`src/DecodePkg.sv`:
```
`default_nettype none

package DecodePkg;

	// datapath and instruction width
	localparam int XLEN = 32;

	// integer register file geometry
	localparam int REG_COUNT = 32;
	localparam int REG_INDEX_WIDTH = 5;

	// instr[31:7] patterns of the fixed system commands
	localparam logic [24:0] SYS_ECALL_BITS = 25'b0000000_00000_00000_000_00000;
	localparam logic [24:0] SYS_EBREAK_BITS = 25'b0000000_00001_00000_000_00000;
	localparam logic [24:0] SYS_MRET_BITS = 25'b0011000_00010_00000_000_00000;

	// major opcodes of RV32I
	typedef enum logic [6:0] {
		OP_LUI = 7'b0110111,
		OP_AUIPC = 7'b0010111,
		OP_JAL = 7'b1101111,
		OP_JALR = 7'b1100111,
		OP_BRANCH = 7'b1100011,
		OP_LOAD = 7'b0000011,
		OP_STORE = 7'b0100011,
		OP_ALU_IMM = 7'b0010011,
		OP_ALU = 7'b0110011,
		OP_FENCE = 7'b0001111,
		OP_SYSTEM = 7'b1110011
	} opcode_t;

	typedef enum logic [2:0] {
		IMM_NONE = 3'd0,
		IMM_I = 3'd1,
		IMM_S = 3'd2,
		IMM_B = 3'd3,
		IMM_U = 3'd4,
		IMM_J = 3'd5
	} immFormat_t;

	// class flags, msb first
	typedef struct packed {
		logic isLUI;
		logic isAUIPC;
		logic isJAL;
		logic isJALR;
		logic isBranch;
		logic isLoad;
		logic isStore;
		logic isALUImmBase;
		logic isALUImmNormal;
		logic isALUImmShift;
		logic isALUImm;
		logic isALU;
		logic isFENCE;
		logic isSystem;
		logic isCSR;
		logic isCSRIMM;
		logic isCSRRW;
		logic isCSRRS;
		logic isCSRRC;
		logic isECALL;
		logic isEBREAK;
		logic isRET;
		logic isCompressed;
		logic invalidInstruction;
	} instrClass_t;

	typedef struct packed {
		opcode_t opcode;
		logic [REG_INDEX_WIDTH-1:0] rdIndex;
		logic [REG_INDEX_WIDTH-1:0] rs1Index;
		logic [REG_INDEX_WIDTH-1:0] rs2Index;
		logic [2:0] funct3;
		logic [6:0] funct7;
	} instrFields_t;

	// payload handed to execute
	typedef struct packed {
		logic decodeValid;
		instrFields_t fields;
		instrClass_t instrClass;
		immFormat_t immFormat;
		logic [XLEN-1:0] immediate;
		logic [XLEN-1:0] rs1Data;
		logic [XLEN-1:0] rs2Data;
	} decodedInstr_t;

	typedef struct packed {
		logic enable;
		logic [REG_INDEX_WIDTH-1:0] index;
		logic [XLEN-1:0] data;
	} regWrite_t;

endpackage

`default_nettype wire

```
`src/DecodeStage.sv`:
```
`default_nettype none

module DecodeStage (
	input wire clk,
	input wire rst,
	input wire [DecodePkg::XLEN-1:0] instruction,
	input wire fetchValid,
	input wire stall,
	input wire DecodePkg::regWrite_t writeBack,
	output DecodePkg::decodedInstr_t decoded
);
	import DecodePkg::*;

	instrFields_t fields;
	instrClass_t instrClass;
	immFormat_t immFormat;
	logic [XLEN-1:0] immediate;
	logic [XLEN-1:0] rs1Data;
	logic [XLEN-1:0] rs2Data;
	logic decoderStall;
	logic accept;
	decodedInstr_t nextDecoded;

	// a word is taken only when fetch offers it and nothing stalls
	assign accept = fetchValid && !stall;
	assign decoderStall = !accept;

	InstructionDecode instructionDecode (
		.currentInstruction(instruction),
		.stall(decoderStall),
		.fields(fields),
		.instrClass(instrClass)
	);

	// opcode is already zero for a bubble, so the immediate is too
	ImmediateGenerate immediateGenerate (
		.currentInstruction(instruction),
		.opcode(fields.opcode),
		.immFormat(immFormat),
		.immediate(immediate)
	);

	// zeroed indices of a bubble read x0
	RegisterFile registerFile (
		.clk(clk),
		.rst(rst),
		.rs1Index(fields.rs1Index),
		.rs2Index(fields.rs2Index),
		.writeBack(writeBack),
		.rs1Data(rs1Data),
		.rs2Data(rs2Data)
	);

	always_comb begin
		nextDecoded.decodeValid = accept;
		nextDecoded.fields = fields;
		nextDecoded.instrClass = instrClass;
		nextDecoded.immFormat = immFormat;
		nextDecoded.immediate = immediate;
		nextDecoded.rs1Data = rs1Data;
		nextDecoded.rs2Data = rs2Data;
	end

	// decode to execute pipeline register
	always_ff @(posedge clk) begin
		if (rst) begin
			decoded <= '0;
		end else begin
			decoded <= nextDecoded;
		end
	end

endmodule

`default_nettype wire

```
`src/ImmediateGenerate.sv`:
```
`default_nettype none

module ImmediateGenerate (
	input wire [DecodePkg::XLEN-1:0] currentInstruction,
	input wire DecodePkg::opcode_t opcode,
	output DecodePkg::immFormat_t immFormat,
	output logic [DecodePkg::XLEN-1:0] immediate
);
	import DecodePkg::*;

	logic sign;

	assign sign = currentInstruction[31];

	// format from the major opcode
	always_comb begin
		case (opcode)
			OP_JALR, OP_LOAD, OP_ALU_IMM, OP_SYSTEM: immFormat = IMM_I;
			OP_STORE: immFormat = IMM_S;
			OP_BRANCH: immFormat = IMM_B;
			OP_LUI, OP_AUIPC: immFormat = IMM_U;
			OP_JAL: immFormat = IMM_J;
			default: immFormat = IMM_NONE;
		endcase
	end

	// sign bit is always instr[31]
	always_comb begin
		case (immFormat)
			IMM_I: immediate = {{20{sign}}, currentInstruction[31:20]};
			IMM_S: immediate = {{20{sign}}, currentInstruction[31:25], currentInstruction[11:7]};
			IMM_B: begin
				immediate = {{19{sign}}, sign, currentInstruction[7],
					currentInstruction[30:25], currentInstruction[11:8], 1'b0};
			end
			// upper twenty bits, low part zero
			IMM_U: immediate = {currentInstruction[31:12], 12'b0};
			IMM_J: begin
				immediate = {{11{sign}}, sign, currentInstruction[19:12],
					currentInstruction[20], currentInstruction[30:21], 1'b0};
			end
			default: immediate = '0;
		endcase
	end

endmodule

`default_nettype wire

```
`src/InstructionDecode.sv`:
```
`default_nettype none

module InstructionDecode (
	input wire [DecodePkg::XLEN-1:0] currentInstruction,
	input wire stall,
	output DecodePkg::instrFields_t fields,
	output DecodePkg::instrClass_t instrClass
);
	import DecodePkg::*;

	instrFields_t rawFields;
	instrClass_t rawClass;
	logic [24:0] systemBits;
	logic anyClass;
	logic validSystemCommand;

	// plain bit slices
	always_comb begin
		rawFields.opcode = opcode_t'(currentInstruction[6:0]);
		rawFields.rdIndex = currentInstruction[11:7];
		rawFields.rs1Index = currentInstruction[19:15];
		rawFields.rs2Index = currentInstruction[24:20];
		rawFields.funct3 = currentInstruction[14:12];
		rawFields.funct7 = currentInstruction[31:25];
	end

	assign systemBits = currentInstruction[31:7];

	// major classes with funct3 / funct7 legality
	always_comb begin
		logic [2:0] f3;
		logic [6:0] f7;
		opcode_t op;

		f3 = rawFields.funct3;
		f7 = rawFields.funct7;
		op = rawFields.opcode;
		rawClass = '0;

		rawClass.isCompressed = currentInstruction[1:0] != 2'b11;
		rawClass.isLUI = op == OP_LUI;
		rawClass.isAUIPC = op == OP_AUIPC;
		rawClass.isJAL = op == OP_JAL;
		rawClass.isJALR = (op == OP_JALR) && (f3 == 3'b000);
		// funct3 010 and 011 are unused branch encodings
		rawClass.isBranch = (op == OP_BRANCH) && (f3 != 3'b010) && (f3 != 3'b011);
		rawClass.isLoad = (op == OP_LOAD) && (f3 != 3'b011) && (f3 != 3'b110)
			&& (f3 != 3'b111);
		rawClass.isStore = (op == OP_STORE) && (f3 inside {3'b000, 3'b001, 3'b010});

		rawClass.isALUImmBase = op == OP_ALU_IMM;
		rawClass.isALUImmNormal = rawClass.isALUImmBase && (f3 != 3'b001) && (f3 != 3'b101);
		// slli needs funct7 zero, srli/srai allow bit 30
		rawClass.isALUImmShift = rawClass.isALUImmBase
			&& (((f3 == 3'b001) && (f7 == 7'b0000000))
			|| ((f3 == 3'b101) && ((f7 == 7'b0000000) || (f7 == 7'b0100000))));
		rawClass.isALUImm = rawClass.isALUImmNormal || rawClass.isALUImmShift;

		// only add/sub and srl/sra use the alternate funct7
		rawClass.isALU = (op == OP_ALU) && ((f7 == 7'b0000000)
			|| ((f7 == 7'b0100000) && ((f3 == 3'b000) || (f3 == 3'b101))));
		rawClass.isFENCE = (op == OP_FENCE) && (f3 == 3'b000);
		rawClass.isSystem = op == OP_SYSTEM;

		// csr variants
		rawClass.isCSR = rawClass.isSystem && (f3 != 3'b000);
		rawClass.isCSRIMM = rawClass.isCSR && f3[2];
		rawClass.isCSRRW = rawClass.isCSR && (f3[1:0] == 2'b01);
		rawClass.isCSRRS = rawClass.isCSR && (f3[1:0] == 2'b10);
		rawClass.isCSRRC = rawClass.isCSR && (f3[1:0] == 2'b11);

		// fixed system words, everything above the opcode must match
		rawClass.isECALL = rawClass.isSystem && (systemBits == SYS_ECALL_BITS);
		rawClass.isEBREAK = rawClass.isSystem && (systemBits == SYS_EBREAK_BITS);
		rawClass.isRET = rawClass.isSystem && (systemBits == SYS_MRET_BITS);

		rawClass.invalidInstruction = 1'b0;
	end

	// only the top level classes count, not the alu-imm base match
	assign anyClass = rawClass.isLUI || rawClass.isAUIPC || rawClass.isJAL
		|| rawClass.isJALR || rawClass.isBranch || rawClass.isLoad
		|| rawClass.isStore || rawClass.isALUImm || rawClass.isALU
		|| rawClass.isFENCE || rawClass.isSystem;

	assign validSystemCommand = rawClass.isCSR || rawClass.isECALL
		|| rawClass.isEBREAK || rawClass.isRET;

	// stalled word decodes as all zeros
	always_comb begin
		if (stall) begin
			fields = '0;
			instrClass = '0;
		end else begin
			fields = rawFields;
			instrClass = rawClass;
			instrClass.invalidInstruction = rawClass.isCompressed || !anyClass
				|| (rawClass.isSystem && !validSystemCommand);
		end
	end

endmodule

`default_nettype wire

```
`src/RegisterFile.sv`:
```
`default_nettype none

module RegisterFile (
	input wire clk,
	input wire rst,
	input wire [DecodePkg::REG_INDEX_WIDTH-1:0] rs1Index,
	input wire [DecodePkg::REG_INDEX_WIDTH-1:0] rs2Index,
	input wire DecodePkg::regWrite_t writeBack,
	output logic [DecodePkg::XLEN-1:0] rs1Data,
	output logic [DecodePkg::XLEN-1:0] rs2Data
);
	import DecodePkg::*;

	logic [XLEN-1:0] registers [REG_COUNT];
	logic writeActive;

	// x0 is never written
	assign writeActive = writeBack.enable && (writeBack.index != '0);

	always_ff @(posedge clk) begin
		if (rst) begin
			for (int i = 0; i < REG_COUNT; i++) begin
				registers[i] <= '0;
			end
		end else if (writeActive) begin
			registers[writeBack.index] <= writeBack.data;
		end
	end

	// read with same-cycle bypass of the pending write
	always_comb begin
		if (rs1Index == '0) begin
			rs1Data = '0;
		end else if (writeActive && (writeBack.index == rs1Index)) begin
			rs1Data = writeBack.data;
		end else begin
			rs1Data = registers[rs1Index];
		end
	end

	always_comb begin
		if (rs2Index == '0) begin
			rs2Data = '0;
		end else if (writeActive && (writeBack.index == rs2Index)) begin
			rs2Data = writeBack.data;
		end else begin
			rs2Data = registers[rs2Index];
		end
	end

endmodule

`default_nettype wire

```
`config.mk`:
```
export PLATFORM = sky130hd
export DESIGN_NAME = DecodeStage
export DESIGN_NICKNAME = d
export VERILOG_FILES = /design/src/DecodePkg.sv /design/src/DecodeStage.sv /design/src/ImmediateGenerate.sv /design/src/InstructionDecode.sv /design/src/RegisterFile.sv
export SDC_FILE = /design/constraint.sdc
export NUM_CORES = 2
export LEC_CHECK = 0
export BUFFER_PORTS_ARGS = -buffer_cell sky130_fd_sc_hd__buf_4
export CORE_MARGIN = 2
export CORE_UTILIZATION = 42
export DETAILED_ROUTE_END_ITERATION = 6
export PLACE_DENSITY = 0.7
export SYNTH_ARGS = -nofsm -noshare
export SYNTH_HDL_FRONTEND = slang
export SYNTH_HIERARCHICAL = 1
export SYNTH_SLANG_ARGS = --single-unit
```
`constraint.sdc`:
```
create_clock -name clk -period 5.95 [get_ports clk]
set_input_delay 0.595 -clock clk [delete_from_list [all_inputs] [get_ports clk]]
set_output_delay 0.595 -clock clk [all_outputs]
set_load 0.01 [all_outputs]
```
Word level (Yosys, flattened, before mapping)

Memory sizes are Yosys's and may differ from the RTL's. A register that Yosys moved wholly into a read port is not among the register bits.
Cells that the tools add are included.

Output and inout bits: 156
Bits in writable memories: 1024
Bits in registers: 92
Memories kept: 1
Bits of input ports: 74
Word-level logic and storage cells: 150

Bitwise operators: 1
Equal/unequal tests: 41
Reductions and logical operators: 63
Muxes and demuxes: 11

Memory list:

| memory                 | depth | bits a word | read ports | clocked after memory_dff | wr ports | line               | source |
|---|---|---|---|---|---|---|---|
| registerFile.registers | 32    | 32          | 2          | 2                        | 32       | RegisterFile.sv:14 | `logic [XLEN-1:0] registers [REG_COUNT];` |

Operator list:

| cell                                                  | count |
|---|---|
| one-hot mux 32 bit (5 select lines)                   | 1 |
| 2-to-1 mux 32 bit                                     | 2 |
| equality test 7 bit, second input constant            | 8 |
| equality test 7 x 6 -> 1 bit, second input constant   | 6 |
| OR reduction 32 bit                                   | 1 |
| equality test 7 x 5 -> 1 bit, second input constant   | 4 |
| logical AND 1 bit                                     | 26 |
| equality test 25 x 14 -> 1 bit, second input constant | 1 |
| equality test 25 x 23 -> 1 bit, second input constant | 1 |
| zero test 25 bit                                      | 1 |
| logical OR 1 bit                                      | 20 |
| one-hot mux 3 bit (5 select lines)                    | 1 |
| equality test 7 x 2 -> 1 bit, second input constant   | 2 |
| zero test 5 bit                                       | 2 |
| equality test 3 x 2 -> 1 bit, second input constant   | 3 |
| equality test 3 bit, second input constant            | 3 |
| inequality test 3 bit, second input constant          | 3 |
| OR reduction 2 bit                                    | 4 |
| equality test 7 x 4 -> 1 bit, second input constant   | 1 |
| zero test 7 bit                                       | 1 |
| equality test 3 x 1 -> 1 bit, second input constant   | 2 |
| 2-to-1 mux 1 bit                                      | 6 |
| inequality test 3 x 2 -> 1 bit, second input constant | 2 |
| nonzero test 3 bit                                    | 2 |
| 10 further kinds                                      | 13 |

Longest topological paths before layout

Depth in word-level cells: 14
Gate-level depth with buffers: 15
Mapped depth without buffers: 8

By module

Netlist, hierarchy kept.

By module, submodules not included:

| module            | instances | cells each | seq. area each (sq um) | area an instance (sq um) |
|---|---|---|---|---|
| RegisterFile      | 1         | 3918       | 30749.5                | 55723.4 |
| DecodeStage       | 1         | 330        | 3123.0                 | 4192.8 |
| InstructionDecode | 1         | 117        | 0.0                    | 724.4 |
| ImmediateGenerate | 1         | 84         | 0.0                    | 521.8 |

Least setup slack after synthesis

Ideal clock, no wire load.

Path type: in2reg
Start point: in stall
End point: reg decoded[4] (netlist name)
Required time: 5832 ps
Slack: 2747 ps
Cell stages on the path: 12
Data arrival time: 3085 ps
Buffers on the path: 5
Library setup time: 118 ps
Cells stage by stage: nand2b_1 > clkbuf_1 > clkbuf_1 > nor2b_1 > buf_6 > buf_6 > clkbuf_1 > mux4_2 > a22oi_1 > a21oi_1 > a211o_1 > nor2b_1

RTL lines:

| element     | line             | source |
|---|---|---|
| from (decl) | DecodeStage.sv:8 | `input wire stall,` |

==> run metrics <==
min Tclk post-route=4.18 ns; Synth top area share=0.503; Layout area overhead=13.4%; P_leak=23.7 nW; fmax=239 MHz; Initial Util=0.422; final hold violations=0; core area=0.145 mm²; hold-fix buffers at CTS=1; Crit Path Class=in2reg; Top FF cell, synth=edfxtp_1; Port Buffers=229; layout cells sized above 1=0.234; post-synthesis sequential area ratio=0.554; Post-CTS Resized=0; setup repair after global routing missed its margin=false; placed insts=6327; largest net degree at the start of global routing=128; CP dominant cell by count=buf_4; YS warnings=6; Slew headroom=0.114; grt total ovfl=0; post-synth design cell area=0.0612 mm²; worst-path cell chain=dlygate4sd3_1, buf_4, nand2b_2, nor2b_4, buf_4, nor2_1, a22o_1, o311ai_1, o211ai_1, nor2b_1; width of the die=386 µm; final period utilization=0.702; Hold Crit Class=in2reg; Layout Cells excl Fill=6584; fin. max-slew vios=0; Clock Latency Late Sink=0.79 ns; TritonCTS buffer count=132; initial antenna violation count=31; Post-synth ARST share=0; NumNets Final=4619; register bit total from synthesis=1180; drt wl/cell=34.0 µm; H-tree depth=4; Std-Cell Rows=140; Sum Neg Setup Slack=0 ns; Worst Skew=0.0471 ns; DRT Pass-1 Iters=6; CP Max Fanout=48; DPL Wire Length=129000 µm; Max Cap Viol=0; DR vias/cell=6.51; GRT Util Overall=0.296; Max IR drop VDD=0.247 mV; maximum clock path buffer count=3; Post-route DRC=0; via count=42900; Final ANT Viol Nets=0; synth top area cells=edfxtp_1, mux4_2, and2_1, mux2i_1, dfxtp_1; Cells after Synth=4449; PD cells=289 mW/mm²; Setup Buffers After CTS=0; Worst Max-Slew Pin Slew=1.33 ns; drt total wl=224000 µm; first-pass GRT wire length=310000 µm; Num Clock Sinks=1180; die height=386 µm; Filler cells=12300; Avg Cell Area, Syn=13.7 µm²; CP peak stage delay=0.81 ns; EDFF count, synth=1024; synth unique cells=87; outcome=complete, no violations; required time of the critical path=6.55 ns; Worst-path clk slew=0.06 ns; die area=0.149 mm²; CP max-delay cell=buf_4; IO Count=230; drt first-iter violations=7673; Root Buffer=clkbuf_16; CTS tree=built; critical path arrival=4.77 ns; Startpoint Class=input pin; CP Capture Type=flip-flop; area leader, netlist=edfxtp_1; GPL Wtd Cong=0.902; vias in the first global route=41500; Setup violations, final=0
final cells by class:
| cell class | count | area [µm²] | area share |
|---|---|---|---|
| multi-input cells | 2833 | 25600 | 0.369 |
| clock inverters | 61 | 622 | 0.00897 |
| flip-flops and latches | 1180 | 33900 | 0.488 |
| clock buffers | 180 | 3670 | 0.0530 |
| repair buffers | 379 | 3120 | 0.0449 |
| inverters | 19 | 71.3 | 0.00103 |
| well taps | 1917 | 2400 | 0.0346 |
| diodes | 15 | 37.5 | 0.000541 |
sequential cells by signal, indices dropped and copies added, names as in the netlist:
name	flops
decoded	156
registerFile/registers	1024
placed cells by master (no fill, tap or decap), types with 18 or more instances in the layout:
cell	netlist	layout
nor3_1	50	50
nor2_1	76	43
a22oi_1	66	66
mux2_2	36	36
buf_4	21	356
conb_1	1	32
and2_1	970	969
o22ai_1	39	39
dfxtp_1	156	156
mux4_2	356	356
mux2i_1	334	334
or2_2	37	36
a221oi_1	35	35
clkbuf_1	302	32
edfxtp_1	1024	1024
clkbuf_16	0	137
clkinv_1	0	23
nand2_1	149	149
nor2_4	0	32
nor2b_1	192	179
o221ai_1	33	33
buf_12	1	21
a32o_1	32	32
a211oi_1	49	49
a21oi_1	85	85
o21ai_0	44	44
inv_1	18	18
Yosys cell counts (all sizes together), types with 6 or more instances:
cell type / instances
a2111oi: 7
a211o: 7
a211oi: 49
a21o: 12
a21oi: 86
a221o: 13
a221oi: 36
a22o: 8
a22oi: 66
a31oi: 6
a32o: 32
and2: 971
and3: 15
buf: 146
clkbuf: 302
dfxtp: 156
edfxtp: 1024
inv: 19
mux2: 36
mux2i: 334
mux4: 367
nand2: 149
nand2b: 12
nand3: 11
nand3b: 7
nand4: 10
nor2: 76
nor2b: 192
nor3: 52
nor3b: 8
nor4: 10
o21ai: 45
o221ai: 33
o22ai: 40
or2: 38
or3b: 6
xnor2: 9
kinds of logic after synthesis:
logic type / after synthesis / synth area share
muxes: 737 / 0.197
other: 1 / 0.0000613
and+or+nand+nor: 1576 / 0.153
xor gates and xnor gates: 12 / 0.00172
AOI/OAI and AO/OA: 476 / 0.0583
buffers and inverters: 467 / 0.0359
DFF: 1180 / 0.554
layer usage:
layer  vias to the layer above  share of wire  track usage
met2                      3813           0.44        0.440
met5                         -        0.00046            0
li1                      16900              -            -
met3                       813           0.15       0.0985
met1                     21300           0.35        0.381
met4                        14          0.062        0.165
stage by stage:
step | util | instance area, µm² | hold slack (ns) | power [mW] | worst slack (ns)
after floorplan | - | 61300 | 0.671 | 11.0 | 2.75
after global placement | 0.448 | 65000 | 0.764 | 11.8 | 1.73
after detailed placement | 0.448 | 65000 | 0.769 | 11.9 | 1.70
after CTS | 0.478 | 69300 | 0.0910 | 20.0 | 1.93
after global routing | 0.478 | 69300 | 0.105 | 20.5 | 1.81
final | 0.478 | 69400 | 0.123 | 20.0 | 1.77
power breakdown:
part	switching (mW)	internal, mW	leakage, nW
Combinational	1.27	0.828	10.6
Sequential	0.270	9.43	11.0
Clock	3.45	4.78	2.10
critical path: cells and delay by family:
| family | cells | cell delay, ns |
|---|---|---|
| and+or+nand+nor | 4 | 1.73 |
| buffers and inverters | 3 | 1.48 |
| AOI/OAI and AO/OA | 3 | 0.87 |
path summary, 6_finish.rpt:
kind / cells after the start / to / slack (ns) / from
max: 10 / decoded[9]$_SDFF_PP0_ / 1.77 / stall
min: 2 / decoded[155]$_SDFF_PP0_ / 0.12 / fetchValid
max reg2reg: 5 / decoded[6]$_SDFF_PP0_ / 3.74 / registerFile/registers[27][6]$_SDFFCE_PN0P_
min reg2reg: 5 / decoded[17]$_SDFF_PP0_ / 0.93 / registerFile/registers[6][17]$_SDFFCE_PN0P_
No activity file was read; power rests on OpenSTA's default activity.
